### config.mk
export PLATFORM = sky130hd
export DESIGN_NAME = line_lookup
export DESIGN_NICKNAME = d
export VERILOG_FILES = /design/src/common/cache_pkg.sv /design/src/cache/line_lookup.sv
export VERILOG_INCLUDE_DIRS = /design/src /design/src/common
export SDC_FILE = /design/constraint.sdc
export NUM_CORES = 1
export LEC_CHECK = 0
export BUFFER_PORTS_ARGS = -buffer_cell sky130_fd_sc_hd__buf_4
export CELL_PAD_IN_SITES_DETAIL_PLACEMENT = 0
export CELL_PAD_IN_SITES_GLOBAL_PLACEMENT = 1
export CORE_AREA = 2 2 147 149
export DETAILED_ROUTE_END_ITERATION = 8
export DIE_AREA = 0 0 149 151
export GPL_TIMING_DRIVEN = 0
export PLACE_DENSITY = 0.6
export SETUP_SLACK_MARGIN = 0.1
export SLEW_MARGIN = 20
export SYNTH_ARGS = -nofsm -noshare
export SYNTH_HDL_FRONTEND = slang
export SYNTH_SLANG_ARGS = --single-unit
export TNS_END_PERCENT = 20
### constraint.sdc
create_clock -name vclk -period 4.2
set_input_delay 0.84 -clock vclk [all_inputs]
set_output_delay 0.84 -clock vclk [all_outputs]
set_load 0.03 [all_outputs]
### src/common/cache_consts.svh
/*
  SDRAM cache constants
  geometry of the direct-mapped cache, SDRAM read latency and refresh period
*/
`ifndef CACHE_CONSTS_SVH
`define CACHE_CONSTS_SVH

// 8 words of 4 bytes per line
`define CACHE_COL_BITS 3
`define CACHE_COLUMNS (1 << `CACHE_COL_BITS)
// 64 lines, 2 KB of cached data
`define CACHE_LINE_BITS 6
`define CACHE_LINES (1 << `CACHE_LINE_BITS)
// word address into the SDRAM controller
`define CACHE_RAM_ADDR_BITS 21
`define CACHE_TAG_BITS (`CACHE_RAM_ADDR_BITS - `CACHE_LINE_BITS - `CACHE_COL_BITS)
// cycles after the read strobe before word 0 shows up (CL=2)
`define CACHE_READ_WAITS 4
// idle cycles between auto-refresh commands
`define CACHE_REFRESH_PERIOD 600
// flags stored just above the tag
`define CACHE_VALID_BIT (`CACHE_TAG_BITS)
`define CACHE_DIRTY_BIT (`CACHE_TAG_BITS + 1)

`endif

### src/common/cache_pkg.sv
/*
  SDRAM cache package
  data, address field and controller command types plus sequencer states
*/
`default_nettype none

`include "cache_consts.svh"

package cache_pkg;

  typedef logic [31:0] word_t;
  typedef logic [3:0] byte_en_t;

  // fields of the byte address |tag|line|col|00|
  typedef logic [`CACHE_COL_BITS-1:0] col_ix_t;
  typedef logic [`CACHE_LINE_BITS-1:0] line_ix_t;
  typedef logic [`CACHE_TAG_BITS-1:0] tag_t;
  typedef logic [`CACHE_RAM_ADDR_BITS-1:0] ram_addr_t;

  // controller command opcodes
  typedef enum logic [2:0] {
    CMD_REFRESH  = 3'b001,
    CMD_ACTIVATE = 3'b011,
    CMD_WRITE    = 3'b100,
    CMD_READ     = 3'b101
  } sdrc_cmd_e;

  typedef enum logic [3:0] {
    S_INIT,
    S_IDLE,
    S_EVICT_ACT,
    S_EVICT_DATA,
    S_EVICT_ACK,
    S_FILL_ACT,
    S_FILL_WAIT,
    S_FILL_DATA,
    S_FILL_LAST,
    S_FILL_TAG
  } seq_state_e;

endpackage

`default_nettype wire

### src/cache/line_lookup.sv
/*
  line lookup
  splits the stored tag word, compares it with the address tag
  and selects the column words for the host and for eviction
*/
`default_nettype none

`include "cache_consts.svh"

module line_lookup (
  input  wire cache_pkg::word_t tag_word,
  input  wire cache_pkg::word_t column_words [`CACHE_COLUMNS],
  input  wire cache_pkg::tag_t address_tag,
  input  wire cache_pkg::col_ix_t column_ix,
  input  wire cache_pkg::col_ix_t flush_ix,
  output logic hit,
  output logic dirty,
  output cache_pkg::tag_t victim_tag,
  output cache_pkg::word_t host_word,
  output cache_pkg::word_t flush_word
);

  cache_pkg::tag_t stored_tag;
  logic valid;

  assign stored_tag = tag_word[`CACHE_TAG_BITS-1:0];
  assign valid = tag_word[`CACHE_VALID_BIT];

  // a dirty flag only counts on a valid line
  assign hit = valid && stored_tag == address_tag;
  assign dirty = valid && tag_word[`CACHE_DIRTY_BIT];

  // line currently held, written back before the fill
  assign victim_tag = stored_tag;

  assign host_word = column_words[column_ix];
  assign flush_word = column_words[flush_ix];

endmodule

`default_nettype wire

# After elaboration in Yosys (flattened, before gate mapping)
# Index checks and enable logic that the tools add are counted.
dict set report totals {
  ff_bits 0
  output_inout_bits 78
  elab_cells 13
}
dict set report op_classes {
  order_cmp 2
  n_eq_ne 1
  mux 6
  bitwise 2
  n_reduce_logical 2
}
# operator count
set ops {}
lappend ops {{32-bit binary-select mux with 3-bit select} 2}
lappend ops {{32-bit two-way mux} 4}
lappend ops {{12-bit equality test} 1}
lappend ops {{4-bit greater-or-equal comparator (second input constant)} 2}
lappend ops {{3-bit inverter with 4-bit output} 2}
lappend ops {{1-bit logical AND} 2}

# Depth between registers and ports, before layout
dict set report logic_depth {
  ltp_word 4
  depth_mapped 4
  ltp_nobuf 3
}

# Least setup slack after synthesis
# Ideal clock, no wire load.
dict set report synth_timing {
  path_type {in2out}
  start {in address_tag[10]}
  end {out hit}
  t_arrival_ns 2.061
  setup_slack_ns 1.299
  stages 3
  n_path_buf 0
  cell_sequence {xnor2_1 nand4_1 nor4_1}
}
dict set report synth_via {
  elab_chain_cells 2
}
# item line
set synth_lines {}
lappend synth_lines {{start: declaration} line_lookup.sv:13} ;# input wire cache_pkg::tag_t address_tag,
lappend synth_lines {{12-bit equality test} line_lookup.sv:30} ;# assign hit = valid && stored_tag == address_tag;
lappend synth_lines {{1-bit logical AND} line_lookup.sv:30}
lappend synth_lines {{end: declaration} line_lookup.sv:16} ;# output logic hit,
# Every way passes these cells.

# Worst setup path in the final report
dict set report layout_timing {
  start {in column_ix[2]}
  end {out host_word[20]}
}
dict set report layout_via {
  elab_chain_cells 4
}
# item line
set layout_lines {}
lappend layout_lines {{start: declaration} line_lookup.sv:14} ;# input wire cache_pkg::col_ix_t column_ix,
lappend layout_lines {{3-bit inverter with 4-bit output (not written as such)} line_lookup.sv:36} ;# assign host_word = column_words[column_ix];
lappend layout_lines {{32-bit binary-select mux with 3-bit select} line_lookup.sv:36}
lappend layout_lines {{32-bit two-way mux (not written as such) (2 in series)} line_lookup.sv:36}
lappend layout_lines {{end: declaration} line_lookup.sv:19} ;# output cache_pkg::word_t host_word,
# Every way passes these cells. The select of a mux whose other input is x is not followed.

==> impl_metrics.tcl <==
set metrics [dict create \
    outcome "complete, no violations" \
    drtPass1Iterations 7 \
    cp_cell_sequence "clkbuf_1 -> buf_2 -> mux4_2 -> mux2_2 -> buf_4" \
    ys_top_cells_by_area "mux4_1, mux4_2, mux2_2" \
    required_ns 3.36 \
    cts_hold_buf 0 \
    first_iter_violations 181 \
    die_area_sq_mm 0.0225 \
    synth_top_cell_by_area "mux4_1" \
    crit_type "input port to output pin" \
    initial_utilization 0.211 \
    rsz0062_at_grt "false" \
    min_period_ns 3.42 \
    place.gp.congestion 0.839 \
    hpwl_mm 18.3 \
    leakagePower_nw 3.35 \
    grt_start_max_net_pins 11 \
    synth_commonest_cells "mux4_1, mux2_2, mux4_2" \
    drt-total-wl_mm 22.2 \
    n_antenna_cell 0 \
    vias 4636 \
    tns_ns 0 \
    ctsResizeCount 0 \
    synth_nets 564 \
    fin_total_pwr_mw 1.01 \
    fmax_ghz 0.292 \
    grt_pass1_wl_mm 31.2 \
    area_delta_synth_final_pct 69.5 \
    die_w_um 149 \
    post-cts-setup-buffers 0 \
    synth.most_common_cell "mux4_1" \
    worst_slew_pin_slew_ns 0.941 \
    netlist_area_sq_mm 0.00439 \
    power.density_mw_per_mm2 136 \
    seqCellArea_sq_um 0 \
    nets 926 \
    worstPathArrival_ns 2.58 \
    grt_pass1_vias 5092 \
    ir_worst_vdd_v 0.0000634 \
    drive_above_1_share 0.817 \
    drt-wirelength-per-cell_um 24.9 \
    nFlopsAndLatches 0 \
    ios 384 \
    maxSlewViolCount 0 \
    globalRouteOverflowTotal 0 \
    fillers 2077 \
    use_met1 0.214 \
    track_usage 0.184 \
    start_kind "input port" \
    synth_cell_type_count 15 \
    synth_top_area_share 0.479 \
    seq_area_frac_synth 0 \
    slowest_stage "buf_2" \
    drv_cap 0 \
    finalHoldViolCount 0 \
    core_sq_mm 0.0208 \
    portBuffers 360 \
    path_max_fanout 10 \
    hp-class "input port to output pin" \
    ys_warn_count 0 \
    syn_inst 258 \
    relSlewSlack 0.373 \
    die_y_um 151 \
    setup_violations 0 \
    avgSynthCellArea_sq_um 17.0 \
    rows 53 \
    period_share 0.815 \
    drc 0 \
    via_per_inst 5.19 \
    cpPeakStageDelay_ns 0.49 \
    end_kind "output pin" \
    n_clock_buffer 0 \
    ant_nets 0 \
    antenna_found_initial 0 \
    met2_usage 0.361 \
    met3_usage 0.0301 \
    grt-busiest-layer "met2" \
]
==> layout make-up <==
cell class	instances	area, sq um	area share
Multi-Input combinational cell	210	4050	0.544
Tap cell	275	344	0.0463
Buffer	48	339	0.0456
Timing Repair Buffer	360	2700	0.364
==> placed cells by master, fill, tap and decap left out, drive strengths merged <==
| master | n |
|---|---|
| mux4 | 128 |
| nand2 | 1 |
| and2 | 1 |
| buf | 404 |
| mux2 | 64 |
| xnor2 | 12 |
| nand4 | 2 |
| nor4 | 1 |
| clkbuf | 4 |
| nand3 | 1 |
==> metal layers <==
layer,up-vias,share of wire
met2,320,0.53
met5,-,0
met3,25,0.085
li1,1988,-
met1,2303,0.37
met4,0,0.016
==> where the power goes <==
part / switching (mW) / total, mW / leakage (nW) / internal (mW)
combinational: 0.458 / 1.01 / 3.35 / 0.553
clock: 0 / 0 / 0 / 0
sequential: 0 / 0 / 0 / 0
total: 0.458 / 1.01 / 3.35 / 0.553
==> final timing paths <==
check | from | end | slack, ns | depth (start not counted)
max | column_ix[2] | host_word[20] | 0.78 | 5
min | tag_word[8] | victim_tag[8] | 2.00 | 3
==> through the flow <==
step	utilization	cells	hold WS [ns]	setup WS (ns)	instance area (sq um)
5_1_grt	0.357	893	2.01	0.700	7430
4_1_cts	0.357	893	2.00	0.725	7430
3_3_place_gp	0.357	893	2.00	0.720	7430
2_1_floorplan	-	258	1.81	1.30	4390
6_report	0.357	893	2.00	0.778	7430
3_5_place_dp	0.357	893	2.00	0.726	7430
==> worst max-delay path, delay by kind of cell <==
family | cells | cell delay, ns
buf+inv | 3 | 1.08
mux | 2 | 0.64
==> cell families (layout without fill, tap and decap cells) <==
| group | Yosys count | in the layout | share of synthesized area |
|---|---|---|---|
| XOR/XNOR | 12 | 12 | 0.0240 |
| multiplexers | 192 | 192 | 0.891 |
| buffers and inverters | 48 | 408 | 0.0773 |
| AND/OR/NAND/NOR | 6 | 6 | 0.00770 |
(Power assumes the default switching activity.)
