## src/common/cache_consts.svh

```systemverilog
/*
  SDRAM cache constants
  geometry of the direct-mapped cache, SDRAM read latency and refresh period
*/
`ifndef CACHE_CONSTS_SVH
`define CACHE_CONSTS_SVH

// 8 words of 4 bytes per line
`define CACHE_COL_BITS 3
`define CACHE_COLUMNS (1 << `CACHE_COL_BITS)
// 64 lines, 2 KB of cached data
`define CACHE_LINE_BITS 6
`define CACHE_LINES (1 << `CACHE_LINE_BITS)
// word address into the SDRAM controller
`define CACHE_RAM_ADDR_BITS 21
`define CACHE_TAG_BITS (`CACHE_RAM_ADDR_BITS - `CACHE_LINE_BITS - `CACHE_COL_BITS)
// cycles after the read strobe before word 0 shows up (CL=2)
`define CACHE_READ_WAITS 4
// idle cycles between auto-refresh commands
`define CACHE_REFRESH_PERIOD 600
// flags stored just above the tag
`define CACHE_VALID_BIT (`CACHE_TAG_BITS)
`define CACHE_DIRTY_BIT (`CACHE_TAG_BITS + 1)

`endif

```

## src/common/cache_pkg.sv

```systemverilog
/*
  SDRAM cache package
  data, address field and controller command types plus sequencer states
*/
`default_nettype none

`include "cache_consts.svh"

package cache_pkg;

  typedef logic [31:0] word_t;
  typedef logic [3:0] byte_en_t;

  // fields of the byte address |tag|line|col|00|
  typedef logic [`CACHE_COL_BITS-1:0] col_ix_t;
  typedef logic [`CACHE_LINE_BITS-1:0] line_ix_t;
  typedef logic [`CACHE_TAG_BITS-1:0] tag_t;
  typedef logic [`CACHE_RAM_ADDR_BITS-1:0] ram_addr_t;

  // controller command opcodes
  typedef enum logic [2:0] {
    CMD_REFRESH  = 3'b001,
    CMD_ACTIVATE = 3'b011,
    CMD_WRITE    = 3'b100,
    CMD_READ     = 3'b101
  } sdrc_cmd_e;

  typedef enum logic [3:0] {
    S_INIT,
    S_IDLE,
    S_EVICT_ACT,
    S_EVICT_DATA,
    S_EVICT_ACK,
    S_FILL_ACT,
    S_FILL_WAIT,
    S_FILL_DATA,
    S_FILL_LAST,
    S_FILL_TAG
  } seq_state_e;

endpackage

`default_nettype wire

```

## src/cache/line_ram.sv

```systemverilog
/*
  line RAM
  one word per cache line, byte-enabled write, registered read
  a written byte shows on the output in the next cycle
*/
`default_nettype none

`include "cache_consts.svh"

module line_ram (
  input  wire clk,
  input  wire cache_pkg::byte_en_t write_enable,
  input  wire cache_pkg::line_ix_t address,
  input  wire cache_pkg::word_t data_in,
  output cache_pkg::word_t data_out
);

  cache_pkg::word_t mem [`CACHE_LINES];

  // lines start out invalid
  initial begin
    for (int i = 0; i < `CACHE_LINES; i++) begin
      mem[i] = '0;
    end
  end

  // write-first per byte so a fresh tag is seen right after the write
  always_ff @(posedge clk) begin
    for (int b = 0; b < 4; b++) begin
      if (write_enable[b]) begin
        mem[address][b*8 +: 8] <= data_in[b*8 +: 8];
        data_out[b*8 +: 8] <= data_in[b*8 +: 8];
      end else begin
        data_out[b*8 +: 8] <= mem[address][b*8 +: 8];
      end
    end
  end

endmodule

`default_nettype wire

```

## config.mk

```make
export PLATFORM = sky130hd
export DESIGN_NAME = line_ram
export DESIGN_NICKNAME = d
export VERILOG_FILES = /design/src/common/cache_pkg.sv /design/src/cache/line_ram.sv
export VERILOG_INCLUDE_DIRS = /design/src /design/src/common
export SDC_FILE = /design/constraint.sdc
export NUM_CORES = 2
export LEC_CHECK = 0
export BUFFER_PORTS_ARGS = -buffer_cell sky130_fd_sc_hd__buf_2
export CORE_UTILIZATION = 32
export CTS_BUF_LIST = sky130_fd_sc_hd__clkbuf_4 sky130_fd_sc_hd__clkbuf_8 sky130_fd_sc_hd__clkbuf_16
export DETAILED_ROUTE_END_ITERATION = 8
export PLACE_DENSITY_LB_ADDON = 0.08
export SLEW_MARGIN = 20
export SYNTH_ARGS = -nofsm -noshare
export SYNTH_HDL_FRONTEND = slang
export SYNTH_SLANG_ARGS = --single-unit
export TNS_END_PERCENT = 20
```

## constraint.sdc

```tcl
create_clock -name clk -period 3 [get_ports clk]
set_input_delay 0.45 -clock clk [delete_from_list [all_inputs] [get_ports clk]]
set_output_delay 0.45 -clock clk [all_outputs]
set_load 0.01 [all_outputs]
```

## Word-level counts from Yosys, hierarchy flattened

Memory sizes are Yosys's and may differ from the RTL's. A register that Yosys moved wholly into a read port is not among the register bits.
Index checks and enable logic that the tools add are counted.

| operators by class | value |
|---|---|
| multiplexer cells | 8 |

Operators by type and width:

| cell | number |
|---|---|
| 1-bit two-way mux | 8 |

| word-level totals | value |
|---|---|
| flip-flop bits (word level) | 0 |
| bits in writable memories | 2048 |
| bits of input ports | 43 |
| output and inout bits | 32 |
| logic and storage cells | 9 |
| memories kept | 1 |

Memories:

| name | depth | bits a word | read ports | clocked after memory_dff | wr ports | RTL line | RTL |
|---|---|---|---|---|---|---|---|
| mem | 64 | 32 | 1 | 1 | 1 | line_ram.sv:18 | `` cache_pkg::word_t mem [`CACHE_LINES]; `` |

## Logic depth before layout (Yosys ltp)

| logic depth | value |
|---|---|
| word-level depth | 2 |
| gate-level depth with buffers | 11 |
| gate-level depth less buffers | 5 |

## Least setup slack after synthesis

No wires, ideal clock.

| timing | value |
|---|---|
| path kind | register -> output |
| start point | register with a tool-made name |
| end point | output port data_out[20] |
| data arrival time | 1920 ps |
| data required time | 2550 ps |
| setup slack | 630 ps |
| cell stages (with the launch flop) | 8 |
| path buffers | 3 |
| cell sequence | dfxtp_1 > buf_6 > buf_6 > buf_2 > mux4_2 > a22o_1 > o22ai_1 > nor3_1 |

RTL lines:

| what | RTL line | RTL |
|---|---|---|
| end: declaration | line_ram.sv:15 | `output cache_pkg::word_t data_out` |

==> impl_results.md <==
* Clock Pin Slew Worst Setup and Hold Paths at 0.06 ns
* Syn_nets at 3966
* Routability congestion estimate at 0.893
* Chip width at 505 microns
* RSZ-0062 raised after global routing: true
* Post-Synth Simple-Gate Area at 3.94%
* Top-count cell post-synth: edfxtp_1
* Clock buffer count from CTS at 224
* Outcome: finished, violations left
* Area contributors post-synth: edfxtp_1 (76%), mux4_2 (9.4%), and2_1 (2.0%)
* DRC at 6
* Initial Util at 32.2%
* Startpoint types: register
* Maximum Capacitance Violations at 0
* Synthesized area at 0.0811 sq mm
* Congestion Overflow GR at 0
* Area growth, synth to finish at 24.8%
* Compound-Gate Fraction of Synth Area at 3.43%
* Failing checks: design-rule violations, negative setup slack
* Initial antenna violation count at 38
* CTS Buffer Depth at 3
* Synth Area in XOR/XNOR at 0%
* Post-synth EDFFs at 2048
* Mapped Cells at 3923
* Htree depth at 4
* Ys Warns at 0
* Async set-reset flop share out of synthesis at 0%
* Post-DR wirelength/cell at 33.9 microns
* Die Y at 505 microns
* Detailed Route WL at 282 mm
* Number of global-route vias before repair at 43700
* Clk sink count at 2054
* Required @ worst endpoint at 2.55 ns
* Total number of vias at 43200
* Netlist cell types at 56
* Setup ws final at -0.931 ns
* Hold slack final at 0.0552 ns
* Largest net degree at the start of global routing at 65
* Post-route ant nets at 0
* Final instance area at 0.101 sq mm
* Placement Cell Area at 0.0909 sq mm
* Final Hold Viols at 0
* Max reg flops at 2048
* Slew Viols, Final at 0
* # setup viols final at 32
* FP Rows at 184
* Via density at 5.19
* Root buffer cell: clkbuf_16
* Power per standard cell area at 632 mW/mm^2
* DR iter-0 viols at 4070
* Synthesized area per cell at 20.7 sq um
* Biggest regs: mem (2048)
* IO Port Bufs at 74
* Arrival @ worst endpoint at 3.48 ns
* Die area at 0.256 sq mm
* Largest stage delay, worst path at 0.53 ns
* Main flop type after synthesis: edfxtp_1
* Slew @ Worst Pin at 1.03 ns
* Most common library cells after synthesis: edfxtp_1 (2048), mux4_2 (337), and2_1 (263)
* Leak at 33.6 nW
* Sequential cell area fraction in the yosys report at 76.0%
* First-pass iteration count of the detailed router at 8
* Boundary pin count at 75
* Mux cell area share after synthesis at 14.7%
* Yosys top cell by area: edfxtp_1
* Reg with most FFs: mem
* Crit path max fanout at 7
* Slew margin rel. at 31.1%
* Final Cycle Share at 131%
* Final net count at 4823
* Synth Area in Adders at 0%
* Max Freq at 0.254 GHz
* Cell depth of the worst hold path at 1
* Crit. End Element: output pin
* FILL cells at 22600
* WS Path Type: register to output pin
* Tot GR Track Use at 21.9%
* Post-detail-place hpwl at 193 mm
* #FFs+latches synth at 2054
* Core ar. at 0.252 sq mm
* CP max stage cell: mux4_2
* First-pass GRT wire length at 382 mm
* Crit path cell chain: buf_12, buf_12, buf_16, buf_6, mux4_2, mux2i_4, mux2i_4, a22oi_2, nor3_4, buf_2
* Tmin final at 3.93 ns
* HP Class: input pin to register
* Share of the synthesized area in the top cell type at 75.8%
* CTS tree: built
* Largest family of logic cells by synthesized area: multiplexers
* Fraction of layout cells with a size suffix above 1 at 39.0%
* VDD IR max at 0.451 mV
-- path summary, 6_finish.rpt --
path	from	endpoint	slack, ns
worst max-delay path	register	data_out[20]	-0.93
worst min-delay path	data_in[15]	mem[22][15]	0.06
-- final cells by class --
class                           instances  area, sq um  area share, %
Tap cell                             3348         4190           4.14
Inverter                                2         8.76        0.00865
Clock buffer                          271         6030           5.96
Multi-Input combinational cell       1626        19400           19.2
Sequential cell                      2054        61600           60.9
Clock inverter                        140         1250           1.24
Antenna cell                            9         22.5         0.0223
Timing Repair Buffer                  872         8690           8.58
-- routing by layer --
layer  routed length [microns]  global-route usage (%)  vias to the layer above
met1                    126000                    30.5                    23600
met3                     13400                    3.53                      339
met4                      6010                    5.05                        2
met2                    137000                    36.0                     1206
li1                          -                       -                    18000
met5                        13                       0                        -
-- cells in the final DEF, fill, tap and decap left out, types with 41 or more instances in the layout --
| master | n |
|---|---|
| a22oi_1 | 55 |
| and2_1 | 260 |
| buf_12 | 129 |
| buf_2 | 65 |
| buf_4 | 596 |
| buf_6 | 41 |
| clkbuf_16 | 230 |
| clkbuf_4 | 43 |
| clkinv_1 | 57 |
| clkinv_2 | 50 |
| edfxtp_1 | 2048 |
| mux2_2 | 113 |
| mux2i_1 | 136 |
| mux4_2 | 357 |
| nand2_1 | 80 |
| nor2_1 | 78 |
| o22ai_1 | 62 |
-- critical path: cells and delay by family (launching register included) --
kind,cells,cell delay (ns)
compound gates,1,0.38
buf+inv,5,0.75
flops,1,0.43
mux,3,0.87
simple gates,1,0.16
-- cell families after synthesis --
kind of cell           count (synthesis)
AOI/OAI and AO/OA                    387
buffers and inverters                243
DFF                                 2054
muxes                                663
and+or+nand+nor                      576
-- what timing repair did --
item	4_1_cts	5_1_grt
endpoints found under the setup margin	32	32
resized for setup	301	126
gates cloned	12	2
setup buffers	51	23
endpoints found under the hold margin	25	0
pin swaps	57	45
hold buffers	8	0
-- power breakdown --
part           total (mW)  switching, mW  internal, mW
clock network        27.4           11.5          15.9
logic                4.66           2.76          1.90
registers            31.8         0.0613          31.8
-- through the flow --
stage	instances	setup slack, ns	utilization (%)	total power [mW]	TNS, ns
after floorplan	3923	0.630	-	34.1	0
after global placement	7819	-1.21	36.1	36.6	-13.15
after detailed placement	7819	-0.748	36.1	36.6	-12.80
after CTS	8296	-0.978	39.9	64.5	-28.08
after global routing	8316	-1.01	40.2	65.7	-28.62
final	8322	-0.931	40.2	63.9	-25.20
No activity file was read; power rests on OpenSTA's default activity.
