--- src/common/cache_consts.svh ---
/*
  SDRAM cache constants
  geometry of the direct-mapped cache, SDRAM read latency and refresh period
*/
`ifndef CACHE_CONSTS_SVH
`define CACHE_CONSTS_SVH

// 8 words of 4 bytes per line
`define CACHE_COL_BITS 3
`define CACHE_COLUMNS (1 << `CACHE_COL_BITS)
// 64 lines, 2 KB of cached data
`define CACHE_LINE_BITS 6
`define CACHE_LINES (1 << `CACHE_LINE_BITS)
// word address into the SDRAM controller
`define CACHE_RAM_ADDR_BITS 21
`define CACHE_TAG_BITS (`CACHE_RAM_ADDR_BITS - `CACHE_LINE_BITS - `CACHE_COL_BITS)
// cycles after the read strobe before word 0 shows up (CL=2)
`define CACHE_READ_WAITS 4
// idle cycles between auto-refresh commands
`define CACHE_REFRESH_PERIOD 600
// flags stored just above the tag
`define CACHE_VALID_BIT (`CACHE_TAG_BITS)
`define CACHE_DIRTY_BIT (`CACHE_TAG_BITS + 1)

`endif

--- src/common/cache_pkg.sv ---
/*
  SDRAM cache package
  data, address field and controller command types plus sequencer states
*/
`default_nettype none

`include "cache_consts.svh"

package cache_pkg;

  typedef logic [31:0] word_t;
  typedef logic [3:0] byte_en_t;

  // fields of the byte address |tag|line|col|00|
  typedef logic [`CACHE_COL_BITS-1:0] col_ix_t;
  typedef logic [`CACHE_LINE_BITS-1:0] line_ix_t;
  typedef logic [`CACHE_TAG_BITS-1:0] tag_t;
  typedef logic [`CACHE_RAM_ADDR_BITS-1:0] ram_addr_t;

  // controller command opcodes
  typedef enum logic [2:0] {
    CMD_REFRESH  = 3'b001,
    CMD_ACTIVATE = 3'b011,
    CMD_WRITE    = 3'b100,
    CMD_READ     = 3'b101
  } sdrc_cmd_e;

  typedef enum logic [3:0] {
    S_INIT,
    S_IDLE,
    S_EVICT_ACT,
    S_EVICT_DATA,
    S_EVICT_ACK,
    S_FILL_ACT,
    S_FILL_WAIT,
    S_FILL_DATA,
    S_FILL_LAST,
    S_FILL_TAG
  } seq_state_e;

endpackage

`default_nettype wire

--- src/cache/line_fill_steer.sv ---
/*
  line fill steering
  picks burst fill data or host write data for the column RAMs
  and builds the tag word with its valid and dirty flags
*/
`default_nettype none

`include "cache_consts.svh"

module line_fill_steer (
  input  wire fill_active,
  input  wire cache_pkg::byte_en_t fill_enable [`CACHE_COLUMNS],
  input  wire cache_pkg::word_t fill_data [`CACHE_COLUMNS],
  input  wire tag_commit,
  input  wire hit,
  input  wire cache_pkg::col_ix_t column_ix,
  input  wire cache_pkg::tag_t address_tag,
  input  wire cache_pkg::word_t data_in,
  input  wire cache_pkg::byte_en_t write_enable,
  output cache_pkg::byte_en_t column_enable [`CACHE_COLUMNS],
  output cache_pkg::word_t column_data [`CACHE_COLUMNS],
  output cache_pkg::byte_en_t tag_enable,
  output cache_pkg::word_t tag_data
);

  always_comb begin
    // host data on every column, nothing written by default
    for (int i = 0; i < `CACHE_COLUMNS; i++) begin
      column_enable[i] = '0;
      column_data[i] = data_in;
    end
    tag_enable = '0;
    // {dirty, valid, tag}, a freshly filled line is clean
    tag_data = '0;
    tag_data[`CACHE_TAG_BITS-1:0] = address_tag;
    tag_data[`CACHE_VALID_BIT] = 1'b1;
    tag_data[`CACHE_DIRTY_BIT] = !fill_active;

    if (fill_active) begin
      // burst registers own the line
      for (int i = 0; i < `CACHE_COLUMNS; i++) begin
        column_enable[i] = fill_enable[i];
        column_data[i] = fill_data[i];
      end
      tag_enable = {4{tag_commit}};
    end else if (hit && write_enable != '0) begin
      // write hit marks the line dirty
      column_enable[column_ix] = write_enable;
      tag_enable = '1;
    end
  end

endmodule

`default_nettype wire

--- config.mk ---
export PLATFORM = sky130hd
export DESIGN_NAME = line_fill_steer
export DESIGN_NICKNAME = d
export VERILOG_FILES = /design/src/common/cache_pkg.sv /design/src/cache/line_fill_steer.sv
export VERILOG_INCLUDE_DIRS = /design/src /design/src/common
export SDC_FILE = /design/constraint.sdc
export NUM_CORES = 1
export LEC_CHECK = 0
export ABC_AREA = 1
export BUFFER_PORTS_ARGS = -buffer_cell sky130_fd_sc_hd__clkbuf_2
export CORE_AREA = 3 3 259 261
export DETAILED_ROUTE_END_ITERATION = 8
export DIE_AREA = 0 0 262 264
export GPL_TIMING_DRIVEN = 0
export PLACE_DENSITY_LB_ADDON = 0.25
export RECOVER_POWER = 100
export SYNTH_ARGS = -nofsm -noshare
export SYNTH_HDL_FRONTEND = slang
export SYNTH_SLANG_ARGS = --single-unit
--- constraint.sdc ---
create_clock -name vclk -period 0.9
set_input_delay 0.045 -clock vclk [all_inputs]
set_output_delay 0.045 -clock vclk [all_outputs]
set_load 0.01 [all_outputs]
* Word-level counts from Yosys, hierarchy flattened
Index checks and enable logic that the tools add are counted.
** Storage, ports and cells
- Bits in registers :: 0
- Input port bits :: 342
- Output and inout port bits :: 324
- Word-level logic and storage cells :: 15
** Cells by class
- Magnitude comparators :: 2
- Mux-type cells :: 7
- Bitwise operators :: 2
- Reduce and logical (&&, ||, !) cells :: 4
** Operators with widths (number)
- 2-to-1 mux 256 bit :: 1
- 2-to-1 mux 32 bit :: 2
- AND 32 bit :: 1
- demux 4 bit (select 3 bit) :: 1
- 2-to-1 mux 4 bit :: 3
- greater-or-equal comparator 4 bit, second input constant :: 1
- less-than comparator 4 x 1 -> 1 bit, second input constant :: 1
- NOT 3 -> 4 bit :: 1
- nonzero test 4 bit :: 1
- logical AND 1 bit :: 2
- zero test 1 bit :: 1

* Longest topological paths before layout
Gate-level depths: netlist of the first run.
- Word-level depth :: 8
- Mapped depth :: 7
- Mapped depth without buffers :: 5

* Least setup slack after synthesis of the first run
OpenSTA, ideal clock, no wires.
- Kind :: input to output
- From :: input port write_enable[0]
- To :: output port tag_enable[1]
- Data arrival time :: 823 ps
- Required time :: 855 ps
- Setup slack :: 32 ps
- Cell stages on the path :: 6
- Path buffers :: 2
- Path through :: nor2_1 nand2_1 nand2_1 buf_6 nand2_1 buf_4
** Between the ends
- Word-level cells in the longest chain between the ends :: 4
** RTL lines
- start: declaration :: line line_fill_steer.sv:19 : input wire cache_pkg::byte_en_t write_enable,
- nonzero test 4 bit :: line line_fill_steer.sv:46 : end else if (hit && write_enable != '0) begin
- logical AND 1 bit :: line line_fill_steer.sv:46
- 2-to-1 mux 4 bit :: line line_fill_steer.sv:46
- 2-to-1 mux 4 bit :: line line_fill_steer.sv:39 : if (fill_active) begin
- end: declaration :: line line_fill_steer.sv:22 : output cache_pkg::byte_en_t tag_enable,
Every way passes these cells.

==> results of run 1 <==
cells in the final DEF, fill, tap and decap left out, drive strengths merged:
master / count
a21oi: 1
buf: 190
clkbuf: 548
conb: 19
diode: 1
inv: 9
nand2: 605
nand3: 11
nand4: 12
nor2: 15
o21ai: 20
logic make-up (layout without fill, tap and decap cells):
kind of cell	Yosys count	count (layout)
buffers and inverters	84	747
other	2	20
and+or+nand+nor	643	643
AOI/OAI and AO/OA	21	21
area by class of cell:
cell class | instances | share of cell area, %
multi-input combinational | 683 | 36.8
buffer | 74 | 9.70
antenna | 1 | 0.0251
timing repair buffer | 664 | 42.2
tap | 855 | 10.7
inverter | 9 | 0.490
per-layer routing:
layer	routed length, microns	vias to the layer above	share of wire (%)	track usage (%)
met5	13	-	0.027	0
met4	769	2	1.6	1.42
met1	19500	3322	41	14.2
li1	-	3591	-	-
met2	23900	459	50	22.6
met3	3700	29	7.7	2.20
report_power, final:
group          internal [uW]  switching (uW)   leakage (uW)
clock               0.000160               0  0.00000000787
combinational           2610            3260        0.00606
sequential                 0               0              0
stage by stage:
stage | std cells | total power [uW] | utilization, %
after global routing | 2285 | 6360 | 15.4
after floorplan | 767 | 1890 | -
after detailed placement | 2257 | 4540 | 11.6
after CTS | 2269 | 5200 | 13.4
final | 2286 | 5860 | 15.4
after global placement | 2257 | 4570 | 11.6
critical path: stages:
cell       delay, ps
clkbuf_16        140
buf_12           150
buf_8            140
clkbuf_16        180
buf_12           160
nand2_4           80
nand2_2           60
buf_6            120
final timing paths:
kind | from | end | cells after the start | slack (ps)
worst max-delay path | fill_active | column_data[40] | 8 | -250
worst min-delay path | address_tag[4] | tag_data[4] | 2 | 300
repair_timing:
item / 4_1_cts / 5_1_grt
buffers inserted: 8 / 1
cloned: 4 / 16
hold buffers: 0 / 0
pin swaps: 4 / 14
gates resized for setup: 247 / 345
endpoints found under the setup margin: 293 / 292
==> impl_metrics.yaml, run 1 <==
yosys:
  synthAdderAreaFrac_pct: 0
  synth_largest_area_cell: "nand2_1"
  synth_compound_area_share_pct: 5.59
  syn_area_sq_um: 3220
  synth.most_common_cell: "nand2_1"
  syn_inst: 750
  ys_warn_count: 0
  ys_seq_area_share_pct: 0
  yosys.area.top_type_share_pct: 70.3
  synth_xor_xnor_area_share_pct: 0
  avgSynthCellArea_sq_um: 4.30
  muxShareOfSynthArea_pct: 0
  synth.area.top_cells: "nand2_1 (70%), buf_4 (14%), o21ai_2 (5.2%), nand4_1 (2.3%), buf_2 (1.7%)"
  yosys.area_share.simple_pct: 76.4
  synth_top_family_by_area: "simple AND/OR/NAND/NOR gates"
  yosys.cell_types.count: 16
  synth_commonest_cells: "nand2_1 (604), buf_4 (59), o21ai_2 (19), nor2_1 (14), nand4_1 (12)"
finish:
  nets: 1774
  drive_above_1_share_pct: 66.0
  nFillCells: 7609
  seq_cells: 0
  seq_area_sq_um: 0
  syn_to_final_growth_pct: 209
  n_clock_buffer: 0
  design_area_sq_um: 9950
  multi_input_area_sq_um: 3660
detailed_routing:
  post-route-drc-count: 0
  drt_iter0_markers: 232
  wl_per_cell_microns: 21.0
  first_pass_iters: 7
  ant_nets: 0
  via_count: 7403
  drt_wl_total_microns: 47900
  viasPerCell: 3.24
pwr:
  p_per_area_nw_per_um2: 589
  peakVddDrop_uv: 183
  power.leakage_uw: 0.00606
run_status:
  violations: "setup timing"
  status: "finished with violations"
die:
  die_h_microns: 264
  start_util_pct: 4.98
  core_area_sq_um: 64700
  dieArea_sq_um: 69200
  io-pin-count: 666
  row_count: 93
  dieWidth_microns: 262
global_route:
  antenna_found_initial: 6
  grt_use_total_pct: 12.0
  gr-total-overflow: 0
  grt_first_pass_wirelength_microns: 57400
  grt_pass1_vias: 7473
  grt_max_degree: 11
timing:
  whs_ps: 301
  finalCriticalPeriod_ps: 1150
  rsz0062_at_grt: "true"
  fin_setup_tns_ps: -40670
  timing.fmax_mhz: 871
  hold_viol_final: 0
  post-route-period-util_pct: 128
  finalWorstSetupSlack_ps: -249
  setup_viol: 292
  drv_slew: 0
setup_path:
  path_max_fanout: 6
  endpoint_kind: "output pin"
  critPathRequiredTime_ps: 850
  crit_path_start_kind: "input port"
  setup.worst_path.class: "input port to output pin"
  arrival_ps: 1100
placed_design:
  io_buffers: 635
  dpl_cell_area_sq_um: 7530
  post-place-ws_ps: -1230
  dp_hpwl_microns: 38400
  gp_congestion: 0.793
flow_run:
  drv_cap: 0
hold_path:
  min-delay-path-class: "input port to output pin"
Note: power is estimated with default switching activity, not from simulation.
==> run 2: changes to the inputs <==
==> constraint.sdc (replaced) <==
create_clock -name vclk -period 0.9
set_input_delay 0.09 -clock vclk [all_inputs]
set_output_delay 0.09 -clock vclk [all_outputs]
set_load 0.01 [all_outputs]
==> run 2 against run 1 <==
Compared with the run above:
- the flow still finishes with violations (setup timing)
- count of clock-buffer cells in the layout unchanged
- non-clock buffer count up 12
- largest power group unchanged
- first-iteration DRC count is 4.3% higher
- worst setup slack worse by 52 ps
- sequential cell count unchanged
- critical path type unchanged
==> impl_metrics.yaml, run 2 (synthesis results as in run 1) <==
finish:
  nets: 1786
  seq_cells: 0
  n_clock_buffer: 0
  seq_area_sq_um: 0
  drive_above_1_share_pct: 72.9
  mostFrequentLayoutCell: "clkbuf_2"
  nFillCells: 7497
  most-common-layout-cells: "clkbuf_2 (419), nand2_1 (329), nand2_2 (139)"
  syn_to_final_growth_pct: 252
hold_path:
  min-delay-path-class: "input port to output pin"
  min_path_cells: 2
placed_design:
  io_buffers: 635
  post-place-ws_ps: -1340
  dp_hpwl_microns: 37100
  gp_congestion: 0.791
timing:
  whs_ps: 392
  finalWorstSetupSlack_ps: -300
  setup_viol: 292
  finalCriticalPeriod_ps: 1200
  drv_slew: 0
  post-route-period-util_pct: 133
  timing.fmax_mhz: 833
  rsz0062_at_grt: "true"
  hold_viol_final: 0
detailed_routing:
  via_count: 7485
  wl_per_cell_microns: 20.6
  drt_iter0_markers: 242
  drt_wl_total_microns: 47300
  viasPerCell: 3.25
  first_pass_iters: 4
  post-route-drc-count: 0
  ant_nets: 0
clock_network:
  ctsHoldBuffers: 0
run_status:
  status: "finished with violations"
  violations: "setup timing"
global_route:
  grt_first_pass_wirelength_microns: 57600
  grt_pass1_vias: 7357
  gr-total-overflow: 0
  grt_max_degree: 12
  grt_busiest_layer: "met2"
  grt_use_total_pct: 12.0
  antenna_found_initial: 10
  grtUsageMet2_pct: 22.4
  grt_util_met3_pct: 1.68
  use_met1_pct: 14.8
die:
  io-pin-count: 666
  row_count: 93
  core_area_sq_um: 64700
  dieArea_sq_um: 69200
  dieWidth_microns: 262
  start_util_pct: 4.98
  die_h_microns: 264
pwr:
  peakVddDrop_uv: 256
  power.leakage_uw: 0.00653
  finalPower_uw: 6610
  p_per_area_nw_per_um2: 583
setup_path:
  arrival_ps: 1110
  worstPathCellList: "clkbuf_16 > buf_16 > clkbuf_16 > buf_12 > nand2_2 > nand2_1 > clkbuf_2"
  cpMostUsedCell: "clkbuf_16"
  setup.worst_path.class: "input port to output pin"
  slowest_stage: "clkbuf_16"
  endpoint_kind: "output pin"
  path_buf_inv: 5
  max_stage_delay_ps: 210
  crit_path_start_kind: "input port"
  path_max_fanout: 10
  path_depth: 7
  critPathRequiredTime_ps: 810
  critical-path-top-delay-family: "buffers and inverters"
flow_run:
  drv_cap: 0
[run 2: metal layers]
metal	routed length (microns)	vias up
met5	44	-
met4	1110	6
met3	3390	41
met2	23600	453
met1	19100	3347
li1	-	3638
[run 2: cell type report]
type,instances,area [sq um],share of cell area [%]
Timing Repair Buffer,677,4690,41.4
Multi-Input combinational cell,683,4450,39.3
Tap cell,855,1070,9.44
Buffer,73,1040,9.21
Inverter,9,67.6,0.596
Antenna cell,4,10.0,0.0883
[run 2: metrics by stage]
step	utilization [%]	instances	area, sq um	setup TNS, ps
global placement	11.7	2257	7540	-220890
detailed placement	11.7	2257	7540	-221570
CTS	14.3	2286	9260	-77810
floorplan	-	767	3290	0
finish	17.5	2301	11300	-61040
global route	17.5	2299	11300	-75540
[run 2: worst paths after layout]
kind | startpoint | end | slack (ps)
hold / removal | address_tag[7] | tag_data[7] | 390
setup / recovery | fill_active | column_data[208] | -300
[run 2: timing repair]
item	4_1_cts	5_1_grt
pin swaps	6	35
buffers inserted	16	6
setup endpoints to repair	293	293
gates cloned	13	11
resized for setup	339	624
[run 2: where the power goes]
part           internal [uW]  switching (uW)
logic                   3070            3540
clock network       0.000442               0
registers                  0               0
==> run 3: changes to the inputs <==
- BUFFER_PORTS_ARGS: -buffer_cell sky130_fd_sc_hd__clkbuf_2 -> -buffer_cell sky130_fd_sc_hd__buf_2
- PLACE_DENSITY: not set -> 0.32
- PLACE_DENSITY_LB_ADDON: 0.25 -> not set
- TNS_END_PERCENT: not set -> 50
==> run 3 against run 2 <==
Compared with the run above:
- the flow still finishes with violations (setup timing)
- count of clock-buffer cells in the layout unchanged
- critical path depth is 1 higher
- die area stayed put
- non-clock buffer count rose by 10
- global-route usage rose by 0.29 points
- utilization is the same
- routed wire length grew 4.0%
- sequential cell count stayed put
- first-iteration DRC count grew 38%
- worst hold slack got worse by 2.3 ps
- worst setup slack improved by 0.76 ps
==> impl_metrics.yaml, run 3 (synthesis results as in run 1) <==
die:
  core_area_sq_um: 64700
  dieArea_sq_um: 69200
  io-pin-count: 666
  row_count: 93
  start_util_pct: 4.98
  die_h_microns: 264
  dieWidth_microns: 262
pwr:
  clock_power_share_pct: 0
  peakVddDrop_uv: 270
  p_int_uw: 3120
  power.leakage_uw: 0.00645
  switching_share_pct: 53.3
  pwr-share-seq_pct: 0
  finalPower_uw: 6680
  p_per_area_nw_per_um2: 590
  power.switching_uw: 3560
  combPwrFrac_pct: 100.0
finish:
  seq_area_sq_um: 0
  most-common-layout-cells: "buf_2 (517), nand2_1 (348), nand2_2 (133)"
  nFillCells: 7500
  seq_cells: 0
  mostFrequentLayoutCell: "buf_2"
  syn_to_final_growth_pct: 252
  fin_cells: 2310
  n_clock_buffer: 0
  nets: 1796
  drive_above_1_share_pct: 71.4
detailed_routing:
  ant_nets: 0
  first_pass_iters: 4
  post-route-drc-count: 0
  viasPerCell: 3.36
  via_count: 7760
  drt_iter0_markers: 334
  wl_per_cell_microns: 21.3
  drt_wl_total_microns: 49200
global_route:
  grt_first_pass_wirelength_microns: 59400
  gr-total-overflow: 0
  grt_max_degree: 11
  grt_pass1_vias: 7914
  antenna_found_initial: 14
  grt_use_total_pct: 12.3
hold_path:
  min-delay-path-class: "input port to output pin"
  min_path_cells: 2
setup_path:
  arrival_ps: 1110
  max_stage_delay_ps: 180
  endpoint_kind: "output pin"
  path_max_fanout: 7
  cp-startpoint: "fill_active"
  critPathRequiredTime_ps: 810
  setup.worst_path.class: "input port to output pin"
  crit_path_start_kind: "input port"
  worstPathCellList: "buf_12 > buf_16 > buf_16 > buf_12 > buf_12 > nand2_2 > nand2_1 > buf_2"
  cpMostUsedCell: "buf_12"
  crit_path_end: "column_data[137]"
  slowest_stage: "buf_16"
timing:
  drv_slew: 0
  post-route-period-util_pct: 133
  timing.fmax_mhz: 834
  fin_setup_tns_ps: -57930
  finalWorstSetupSlack_ps: -300
  setup_viol: 292
  finalCriticalPeriod_ps: 1200
  rsz0062_at_grt: "true"
  hold_viol_final: 0
placed_design:
  post-place-cells: 2257
  post-place-ws_ps: -1410
  dp_hpwl_microns: 38400
  io_buffers: 635
  gp_congestion: 0.875
run_status:
  violations: "setup timing"
  status: "finished with violations"
flow_run:
  drv_cap: 0
run 3: cell count changes in the layout (fill, tap and decap cells not counted), sizes merged:
cell and delta:
clkinv -1, bufbuf -1, inv +1, diode -1, clkbuf -421, buf +432
run 3: critical path, delay by kind of cell:
family	cells	cell delay [ps]
buffers and inverters	6	880
AND/OR/NAND/NOR	2	100
run 3: layout make-up:
| class | instances | area, sq um | area share [%] |
|---|---|---|---|
| antenna | 3 | 7.51 | 0.0662 |
| buffer | 73 | 1030 | 9.08 |
| inverter | 9 | 52.6 | 0.464 |
| multi-input combinational | 683 | 4280 | 37.8 |
| tap | 855 | 1070 | 9.44 |
| timing repair buffer | 687 | 4890 | 43.2 |
run 3: stage by stage:
step           instance area (sq um)  utilization [%]  hold WS (ps)
3_3_place_gp                    7540             11.7           368
6_report                       11300             17.5           390
5_1_grt                        11300             17.5           391
3_5_place_dp                    7540             11.7           365
4_1_cts                         9870             15.3           366
2_1_floorplan                   3290                -           272
run 3: power groups by stage:
stage          clock [uW]  combinational, uW  sequential, uW
2_1_floorplan           0               1890               0
6_report         0.000448               6680               0
4_1_cts                 0               5910               0
3_5_place_dp            0               4500               0
3_3_place_gp            0               4510               0
5_1_grt          0.000149               7140               0
run 3: metal layers:
| layer | vias to the layer above | share of wire (%) | wire length, microns | GRT usage (%) |
|---|---|---|---|---|
| li1 | 3645 | - | - | - |
| met1 | 3549 | 40 | 19800 | 14.5 |
| met2 | 504 | 50 | 24500 | 23.2 |
| met3 | 58 | 7.2 | 3540 | 1.92 |
| met4 | 4 | 2.9 | 1410 | 2.56 |
| met5 | - | 0.053 | 26 | 0 |
run 3: worst min-delay path by stage:
stage          slack, ps           start           to
2_1_floorplan        270  address_tag[0]  tag_data[0]
3_3_place_gp         370  address_tag[1]  tag_data[1]
3_5_place_dp         370  address_tag[4]  tag_data[4]
4_1_cts              370  address_tag[4]  tag_data[4]
5_1_grt              390  address_tag[4]  tag_data[4]
6_report             390  address_tag[4]  tag_data[4]
run 3: repair_timing:
action | in CTS | in global routing
resized for setup | 423 | 288
cloned | 13 | 14
pin swaps | 14 | 15
setup endpoints to repair | 293 | 292
buffers inserted | 22 | 6
hold buffers | 0 | 0
